===== src/source/sdram_pkg.sv =====
package sdram_pkg;

  // SDRAM command bus width
  localparam int CMD_W = 3;

  // command encodings as driven on sd_cmd
  localparam logic [CMD_W-1:0] cmd_noop = 3'b111; // no operation
  localparam logic [CMD_W-1:0] cmd_actv = 3'b011; // open a row
  localparam logic [CMD_W-1:0] cmd_read = 3'b101;
  localparam logic [CMD_W-1:0] cmd_wrte = 3'b100;
  localparam logic [CMD_W-1:0] cmd_prch = 3'b010; // close the open row
  localparam logic [CMD_W-1:0] cmd_arsr = 3'b001; // auto refresh

  // requester address is {row, bank, column}
  localparam int ADDR_W = 26;
  localparam int ROW_W = 12; // bits 25..14
  localparam int BANK_W = 2; // bits 13..12
  localparam int COL_W = 12; // bits 11..0
  localparam int PAGE_W = ROW_W + BANK_W; // row plus bank, 14
  localparam int MASK_W = 4;

  localparam int SD_ADDR_W = 13;

  // address bus value when no command carries an address
  localparam logic [SD_ADDR_W-1:0] ADDR_IDLE = 13'h0400;

  // command spacing, in clock cycles
  localparam int T_ACCESS = 4; // after ACTV, READ, WRTE, PRCH
  localparam int T_REFRESH = 12; // after ARSR
  localparam int T_RAS = 6; // ACTV to PRCH minimum

  // countdown width, wide enough for T_REFRESH
  localparam int TMR_W = 4;

endpackage


===== src/source/cmd_scheduler.sv =====
`timescale 1ns/1ps

module cmd_scheduler
(
  input  logic                            CLK,
  input  logic                            RST,
  input  logic                            ready,
  input  logic                            refresh_due,
  input  logic                            ras_ok,
  input  logic                            page_open,
  input  logic                            hit_rand,
  input  logic                            hit_bulk,
  input  logic                            rand_req,
  input  logic                            rand_we,
  input  logic [sdram_pkg::ADDR_W-1:0]    rand_addr,
  input  logic [sdram_pkg::MASK_W-1:0]    rand_mask,
  input  logic                            bulk_req,
  input  logic                            bulk_we,
  input  logic [sdram_pkg::ADDR_W-1:0]    bulk_addr,
  input  logic [sdram_pkg::MASK_W-1:0]    bulk_mask,
  output logic                            issue,
  output logic [sdram_pkg::CMD_W-1:0]     issued_cmd,
  output logic [sdram_pkg::PAGE_W-1:0]    new_page,
  output logic                            rand_grant,
  output logic                            bulk_grant,
  output logic [sdram_pkg::CMD_W-1:0]     sd_cmd,
  output logic [sdram_pkg::BANK_W-1:0]    sd_bank,
  output logic [sdram_pkg::SD_ADDR_W-1:0] sd_addr,
  output logic [sdram_pkg::MASK_W-1:0]    sd_mask
);

  import sdram_pkg::*;

  logic              win_req;
  logic              win_we;
  logic              win_hit;
  logic [ADDR_W-1:0] win_addr;
  logic [MASK_W-1:0] win_mask;
  logic [CMD_W-1:0]  next_cmd;
  logic              col_access; // READ or WRTE chosen this cycle
  logic [ROW_W-1:0]  win_row;
  logic [BANK_W-1:0] win_bank;
  logic [COL_W-1:0]  win_col;

  // bulk port has priority over the random port
  assign win_req  = bulk_req || rand_req;
  assign win_we   = bulk_req ? bulk_we : rand_we;
  assign win_hit  = bulk_req ? hit_bulk : hit_rand;
  assign win_addr = bulk_req ? bulk_addr : rand_addr;
  assign win_mask = bulk_req ? bulk_mask : rand_mask;

  assign win_row  = win_addr[ADDR_W-1 -: ROW_W];
  assign win_bank = win_addr[COL_W +: BANK_W];
  assign win_col  = win_addr[COL_W-1:0];

  // refresh first, then open-page hit, then page change
  always_comb
  begin
    next_cmd = cmd_noop;
    if (ready)
    begin
      if (refresh_due)
      begin
        if (!page_open)
        begin
          next_cmd = cmd_arsr;
        end
        else if (ras_ok)
        begin
          next_cmd = cmd_prch; // close before refresh
        end
      end
      else if (win_req)
      begin
        if (win_hit)
        begin
          next_cmd = win_we ? cmd_wrte : cmd_read;
        end
        else if (!page_open)
        begin
          next_cmd = cmd_actv;
        end
        else if (ras_ok)
        begin
          next_cmd = cmd_prch; // wrong page open
        end
      end
    end
  end

  assign issue      = (next_cmd != cmd_noop);
  assign issued_cmd = next_cmd;
  assign new_page   = win_addr[ADDR_W-1 -: PAGE_W];
  assign col_access = (next_cmd == cmd_read) || (next_cmd == cmd_wrte);

  // command bus and grants register one cycle after the decision
  always_ff @(posedge CLK)
  begin
    if (!RST)
    begin
      sd_cmd     <= cmd_noop;
      sd_bank    <= '0;
      sd_addr    <= ADDR_IDLE;
      sd_mask    <= '0;
      rand_grant <= 1'b0;
      bulk_grant <= 1'b0;
    end
    else
    begin
      sd_cmd     <= next_cmd;
      rand_grant <= col_access && !bulk_req;
      bulk_grant <= col_access && bulk_req;
      if (next_cmd == cmd_actv)
      begin
        sd_addr <= SD_ADDR_W'(win_row); // zero-extended row
        sd_bank <= win_bank;
      end
      else if (col_access)
      begin
        sd_addr <= {win_col, 1'b0}; // even column
        sd_bank <= win_bank;
        sd_mask <= win_mask;
      end
      else
      begin
        sd_addr <= ADDR_IDLE;
      end
    end
  end

  // grants are single-cycle pulses kept apart by the command spacing
  a_grant_spacing : assert property (
    @(posedge CLK) disable iff (!RST)
    (rand_grant || bulk_grant) |=> !(rand_grant || bulk_grant)
  );

endmodule


===== src/source/cmd_timer.sv =====
`timescale 1ns/1ps

module cmd_timer
(
  input  logic                         CLK,
  input  logic                         RST,
  input  logic                         issue,
  input  logic [sdram_pkg::CMD_W-1:0]  issued_cmd,
  input  logic                         refresh_strobe,
  output logic                         ready,
  output logic                         refresh_due,
  output logic                         ras_ok
);

  import sdram_pkg::*;

  logic [TMR_W-1:0] spacing_cnt; // cycles left before the next command
  logic [TMR_W-1:0] ras_cnt; // cycles left before PRCH is allowed
  logic             strobe_q;
  logic             strobe_ack; // strobe level already served

  // spacing countdown, loaded per issued command
  always_ff @(posedge CLK)
  begin
    if (!RST)
    begin
      spacing_cnt <= '0;
    end
    else if (issue)
    begin
      if (issued_cmd == cmd_arsr)
      begin
        spacing_cnt <= TMR_W'(T_REFRESH - 1);
      end
      else
      begin
        spacing_cnt <= TMR_W'(T_ACCESS - 1);
      end
    end
    else if (spacing_cnt != '0)
    begin
      spacing_cnt <= spacing_cnt - 1'b1;
    end
  end

  assign ready = (spacing_cnt == '0);

  // activate-to-precharge holdoff, restarted by every ACTV
  always_ff @(posedge CLK)
  begin
    if (!RST)
    begin
      ras_cnt <= '0;
    end
    else if (issue && (issued_cmd == cmd_actv))
    begin
      ras_cnt <= TMR_W'(T_RAS - 1);
    end
    else if (ras_cnt != '0)
    begin
      ras_cnt <= ras_cnt - 1'b1;
    end
  end

  assign ras_ok = (ras_cnt == '0);

  // each strobe toggle asks for one refresh; ack catches up on ARSR
  always_ff @(posedge CLK)
  begin
    if (!RST)
    begin
      strobe_q   <= 1'b0;
      strobe_ack <= 1'b0;
    end
    else
    begin
      strobe_q <= refresh_strobe;
      if (issue && (issued_cmd == cmd_arsr))
      begin
        strobe_ack <= strobe_q;
      end
    end
  end

  assign refresh_due = strobe_q ^ strobe_ack;

  // the scheduler must respect the spacing
  a_issue_when_ready : assert property (
    @(posedge CLK) disable iff (!RST) issue |-> ready
  );

endmodule


===== src/source/row_tracker.sv =====
`timescale 1ns/1ps

module row_tracker
(
  input  logic                          CLK,
  input  logic                          RST,
  input  logic                          issue,
  input  logic [sdram_pkg::CMD_W-1:0]   issued_cmd,
  input  logic [sdram_pkg::PAGE_W-1:0]  new_page,
  input  logic [sdram_pkg::ADDR_W-1:0]  rand_addr,
  input  logic [sdram_pkg::ADDR_W-1:0]  bulk_addr,
  output logic                          page_open,
  output logic                          hit_rand,
  output logic                          hit_bulk
);

  import sdram_pkg::*;

  logic [PAGE_W-1:0] open_page; // {row, bank} of the active page
  logic [PAGE_W-1:0] rand_page;
  logic [PAGE_W-1:0] bulk_page;

  // page is the top PAGE_W bits of the word address
  assign rand_page = rand_addr[ADDR_W-1 -: PAGE_W];
  assign bulk_page = bulk_addr[ADDR_W-1 -: PAGE_W];

  // open flag follows ACTV and PRCH
  always_ff @(posedge CLK)
  begin
    if (!RST)
    begin
      page_open <= 1'b0;
    end
    else if (issue)
    begin
      if (issued_cmd == cmd_actv)
      begin
        page_open <= 1'b1;
      end
      else if (issued_cmd == cmd_prch)
      begin
        page_open <= 1'b0;
      end
    end
  end

  always_ff @(posedge CLK)
  begin
    if (issue && (issued_cmd == cmd_actv))
    begin
      open_page <= new_page; // latched with the activate
    end
  end

  // stale page contents are masked by page_open
  assign hit_rand = page_open && (rand_page == open_page);
  assign hit_bulk = page_open && (bulk_page == open_page);

  // column access needs a row that was activated earlier
  a_access_needs_open_row : assert property (
    @(posedge CLK) disable iff (!RST)
    (issue && ((issued_cmd == cmd_read) || (issued_cmd == cmd_wrte))) |-> page_open
  );

endmodule


===== src/source/sdram_cmd_top.sv =====
`timescale 1ns/1ps

module sdram_cmd_top
(
  input  logic                            CLK,
  input  logic                            RST,
  input  logic                            refresh_strobe,
  input  logic                            rand_req,
  input  logic                            rand_we,
  input  logic [sdram_pkg::ADDR_W-1:0]    rand_addr,
  input  logic [sdram_pkg::MASK_W-1:0]    rand_mask,
  output logic                            rand_grant,
  input  logic                            bulk_req,
  input  logic                            bulk_we,
  input  logic [sdram_pkg::ADDR_W-1:0]    bulk_addr,
  input  logic [sdram_pkg::MASK_W-1:0]    bulk_mask,
  output logic                            bulk_grant,
  output logic [sdram_pkg::CMD_W-1:0]     sd_cmd,
  output logic [sdram_pkg::BANK_W-1:0]    sd_bank,
  output logic [sdram_pkg::SD_ADDR_W-1:0] sd_addr,
  output logic [sdram_pkg::MASK_W-1:0]    sd_mask
);

  import sdram_pkg::*;

  logic              issue;
  logic [CMD_W-1:0]  issued_cmd;
  logic [PAGE_W-1:0] new_page;
  logic              page_open;
  logic              hit_rand;
  logic              hit_bulk;
  logic              ready;
  logic              refresh_due;
  logic              ras_ok;

  row_tracker row_tracker0
  (
    .CLK(CLK), .RST(RST), .issue(issue), .issued_cmd(issued_cmd),
    .new_page(new_page), .rand_addr(rand_addr), .bulk_addr(bulk_addr),
    .page_open(page_open), .hit_rand(hit_rand), .hit_bulk(hit_bulk)
  );

  cmd_timer cmd_timer0
  (
    .CLK(CLK), .RST(RST), .issue(issue), .issued_cmd(issued_cmd),
    .refresh_strobe(refresh_strobe), .ready(ready),
    .refresh_due(refresh_due), .ras_ok(ras_ok)
  );

  cmd_scheduler cmd_scheduler0
  (
    .CLK(CLK), .RST(RST), .ready(ready), .refresh_due(refresh_due),
    .ras_ok(ras_ok), .page_open(page_open), .hit_rand(hit_rand),
    .hit_bulk(hit_bulk), .rand_req(rand_req), .rand_we(rand_we),
    .rand_addr(rand_addr), .rand_mask(rand_mask), .bulk_req(bulk_req),
    .bulk_we(bulk_we), .bulk_addr(bulk_addr), .bulk_mask(bulk_mask),
    .issue(issue), .issued_cmd(issued_cmd), .new_page(new_page),
    .rand_grant(rand_grant), .bulk_grant(bulk_grant), .sd_cmd(sd_cmd),
    .sd_bank(sd_bank), .sd_addr(sd_addr), .sd_mask(sd_mask)
  );

endmodule


===== config.mk =====
export PLATFORM = sky130hd
export DESIGN_NAME = sdram_cmd_top
export DESIGN_NICKNAME = d
export VERILOG_FILES = /design/src/source/sdram_pkg.sv /design/src/source/cmd_scheduler.sv /design/src/source/cmd_timer.sv /design/src/source/row_tracker.sv /design/src/source/sdram_cmd_top.sv
export SDC_FILE = /design/constraint.sdc
export NUM_CORES = 1
export LEC_CHECK = 0
export ABC_CLOCK_PERIOD_IN_PS = 2670
export BUFFER_PORTS_ARGS = -buffer_cell sky130_fd_sc_hd__buf_2
export CAP_MARGIN = 20
export CORE_MARGIN = 8
export CORE_UTILIZATION = 49
export CTS_CLUSTER_SIZE = 10
export DETAILED_ROUTE_END_ITERATION = 8
export PLACE_DENSITY = 0.79
export SYNTH_ARGS = -nofsm -noshare
export SYNTH_HDL_FRONTEND = slang
export SYNTH_SLANG_ARGS = --single-unit

===== constraint.sdc =====
create_clock -name CLK -period 2.67 [get_ports CLK]
set_input_delay 0.534 -clock CLK [delete_from_list [all_inputs] [get_ports CLK]]
set_output_delay 0.534 -clock CLK [all_outputs]
set_load 0.01 [all_outputs]

==> impl_metrics.csv <==
group,metric,value,unit
outcome,status,"finished clean",
clock_network,clk_pin_slew_worst_paths,0.09,ns
die,fp.dieW,86.82,um
flow_run,drv_cap,0,
timing,slew-limit-headroom,71.02,%
timing,fmax,417.6,MHz
synth,synthTopCellsByArea,"dfxtp_1 (29%), edfxtp_1 (17%), xnor2_1 (5.3%), mux2i_1 (4.9%), mux2_2 (4.6%)",
detailed_routing,vias,2015,
detailed_routing,wirelength,6055,um
pwr,ir_worst_vdd,0.4369,mV
die,core_area,4786,sq um
pwr,p_comb_share,38.8,%
timing,min_period,2.394,ns
synth,async_flop_share,0,%
clock_network,cts_tree,"yes",
global_route,antenna_found_initial,0,
pwr,p_int,1.564,mW
synth,syn_nets,302,
die,initial_utilization,51.35,%
synth,synth_area,2457,sq um
global_route,grt_use_total,16.45,%
clock_network,hold_buffers,0,
clock_network,numCtsBuffers,5,
timing,finClkSkew,0.01106,ns
timing,rsz0062_at_grt,"false",
synth,synth_most_common_cell,"dfxtp_1",
timing,setup_violations,0,
global_route,grt_first_pass_wirelength,9701,um
pwr,p_total,2.435,mW
place,dp_hpwl,4916,um
global_route,grt_max_degree,20,
clock_network,htreeDepth,2,
pwr,clkPwrFrac,17.7,%
critical_path,endpoint_kind,"flop",
synth,synth-seq-cells,49,
synth,ys.flop_type,"dfxtp_1",
clock_network,clock_sinks,49,
synth,synthDistinctLibCells,51,
pwr,p_seq_share,43.5,%
detailed_routing,antenna_left,0,
timing,finalSetupTns,0,ns
critical_path,cp.required,2.90,ns
timing,setup_ws,0.2755,ns
synth,synth_edf_count,14,
layout,n_fill_cell,392,
critical_path,critPathArrivalTime,2.62,ns
layout,num_antenna_cells,0,
synth,synth_top_area_share,28.51,%
detailed_routing,drt_iter0_drc,153,
layout,fin_nets,398,
synth,syn_area_per_cell,10.55,sq um
pwr,pwr_density_cell,788.3,nW/um^2
die,die_y,86.82,um
pwr,leakagePower,1.338,nW
place,port-buffer-count,90,
clock_network,post_cts_buffers,0,
clock_network,cts_resized,0,
synth,synthTopCellsByCount,"dfxtp_1 (35), nand2_1 (17), xnor2_1 (15), edfxtp_1 (14), inv_1 (14)",
timing,period_share,89.68,%
critical_path,startpoint_type,"flop",
synth,yosysTopAreaCell,"dfxtp_1",
die,die_area,7537,sq um
timing,tightestPinTransition,0.4336,ns
clock_network,clock_latency,0.31,ns
die,row_count,25,
place,dp_slack,0.09956,ns
detailed_routing,vias_per_cell,5.076,
pwr,power_switching,871.6,uW
die,io_pins,91,
detailed_routing,wl_per_cell,15.25,um
place,gp_congestion,0.8087,
critical_path,critPathLaunch,"cmd_timer0.spacing_cnt[0]",
timing,drv_slew,0,
synth,syn_inst,233,
global_route,grt_pass1_vias,2151,
critical_path,reg2reg_from,"cmd_timer0.spacing_cnt[0]",
min_path,hold_path_class,"in2reg",
clock_network,cts.path.max_buffers,2,
critical_path,crit_type,"reg2reg",
layout,area_delta_synth_final,25.71,%
clock_network,root_buffer,"clkbuf_8",
global_route,grt-ovfl-total,0,
critical_path,crit_fanout,8,
timing,hold_viol_final,0,
min_path,worstHoldStart,"refresh_strobe",
synth,seq_area_frac_synth,45.62,%
detailed_routing,drc,0,
synth,synth_warnings,0,
detailed_routing,first_pass_iters,4,
layout,drive_above_1_share,40.00,%
pwr,swShare,35.79,%
cells in the final DEF, fill, tap and decap left out, types with 12 or more instances in the layout:
master    Yosys  routed
edfxtp_1     14      14
buf_2         1      90
inv_1        14      14
nand2_1      17      17
nor2_1       12      12
xnor2_1      15      15
a21oi_1      13      13
dfxtp_1      35      35
mux2i_1      12      12
per-stage QoR:
stage | hold WS [ns] | instances | area, sq um | utilization, %
after floorplan | 0.4688 | 233 | 2457 | -
after global placement | 0.4369 | 389 | 3005 | 62.80
after detailed placement | 0.4435 | 389 | 3005 | 62.80
after CTS | 0.4288 | 397 | 3089 | 64.55
after global routing | 0.4207 | 397 | 3089 | 64.55
final | 0.4311 | 397 | 3089 | 64.55
layout make-up:
type                            count  area [sq um]  area share, %
Inverter                           15         56.30          1.823
Tap cell                           67         83.83          2.714
Multi-Input combinational cell    157          1199          38.80
Timing Repair Buffer              101         545.5          17.66
Clock inverter                      2         11.26         0.3645
Sequential cell                    49          1121          36.29
Clock buffer                        6         72.57          2.349
worst max-delay path, stage by stage (launching register included):
cell	delay, ns
dfxtp_1	0.34
inv_1	0.07
ha_1	0.21
or3b_1	0.49
a21o_1	0.23
nor4_1	0.27
and4_1	0.33
buf_4	0.18
nor3_1	0.05
nor3_1	0.17
kinds of logic (layout without fill, tap and decap cells):
family / after synthesis / in the layout / synth area share, %
AND/OR/NAND/NOR: 66 / 66 / 15.27
flip-flops: 49 / 49 / 45.62
AO/OA/AOI/OAI: 38 / 38 / 10.44
buffers and inverters: 27 / 124 / 5.601
XOR/XNOR: 20 / 20 / 7.128
multiplexers: 31 / 31 / 14.92
adder cells (fa/ha/maj): 2 / 2 / 1.018
path summary, 6_finish.rpt:
kind	to	slack, ns	cells past startpoint
max	cmd_scheduler0.sd_bank[0]	0.28	9
min	cmd_timer0.strobe_q	0.43	2
max reg2reg	cmd_scheduler0.sd_bank[0]	0.28	9
min reg2reg	cmd_scheduler0.sd_mask[0]	0.46	2
power by group through the flow:
stage	Combinational [mW]	Sequential, mW	Clock [mW]
after global routing	1.04	1.08	0.465
after detailed placement	0.945	1.07	0
final	0.944	1.06	0.432
after global placement	0.920	1.07	0
after floorplan	0.678	1.07	0
after CTS	0.951	1.06	0.435
flip-flops by register name, indices dropped and copies added (netlist names), 2 cells and up:
name	count
cmd_scheduler0.sd_addr	13
cmd_scheduler0.sd_bank	2
cmd_scheduler0.sd_cmd	3
cmd_scheduler0.sd_mask	4
cmd_timer0.ras_cnt	4
cmd_timer0.spacing_cnt	4
row_tracker0.open_page	14
metal layers:
layer | GRT usage (%) | share of wire [%]
met1 | 18.87 | 44
met2 | 27.13 | 49
met5 | 0 | 0
met4 | 5.947 | 1.3
met3 | 6.238 | 5.8
No activity file was read; power rests on OpenSTA's default activity.
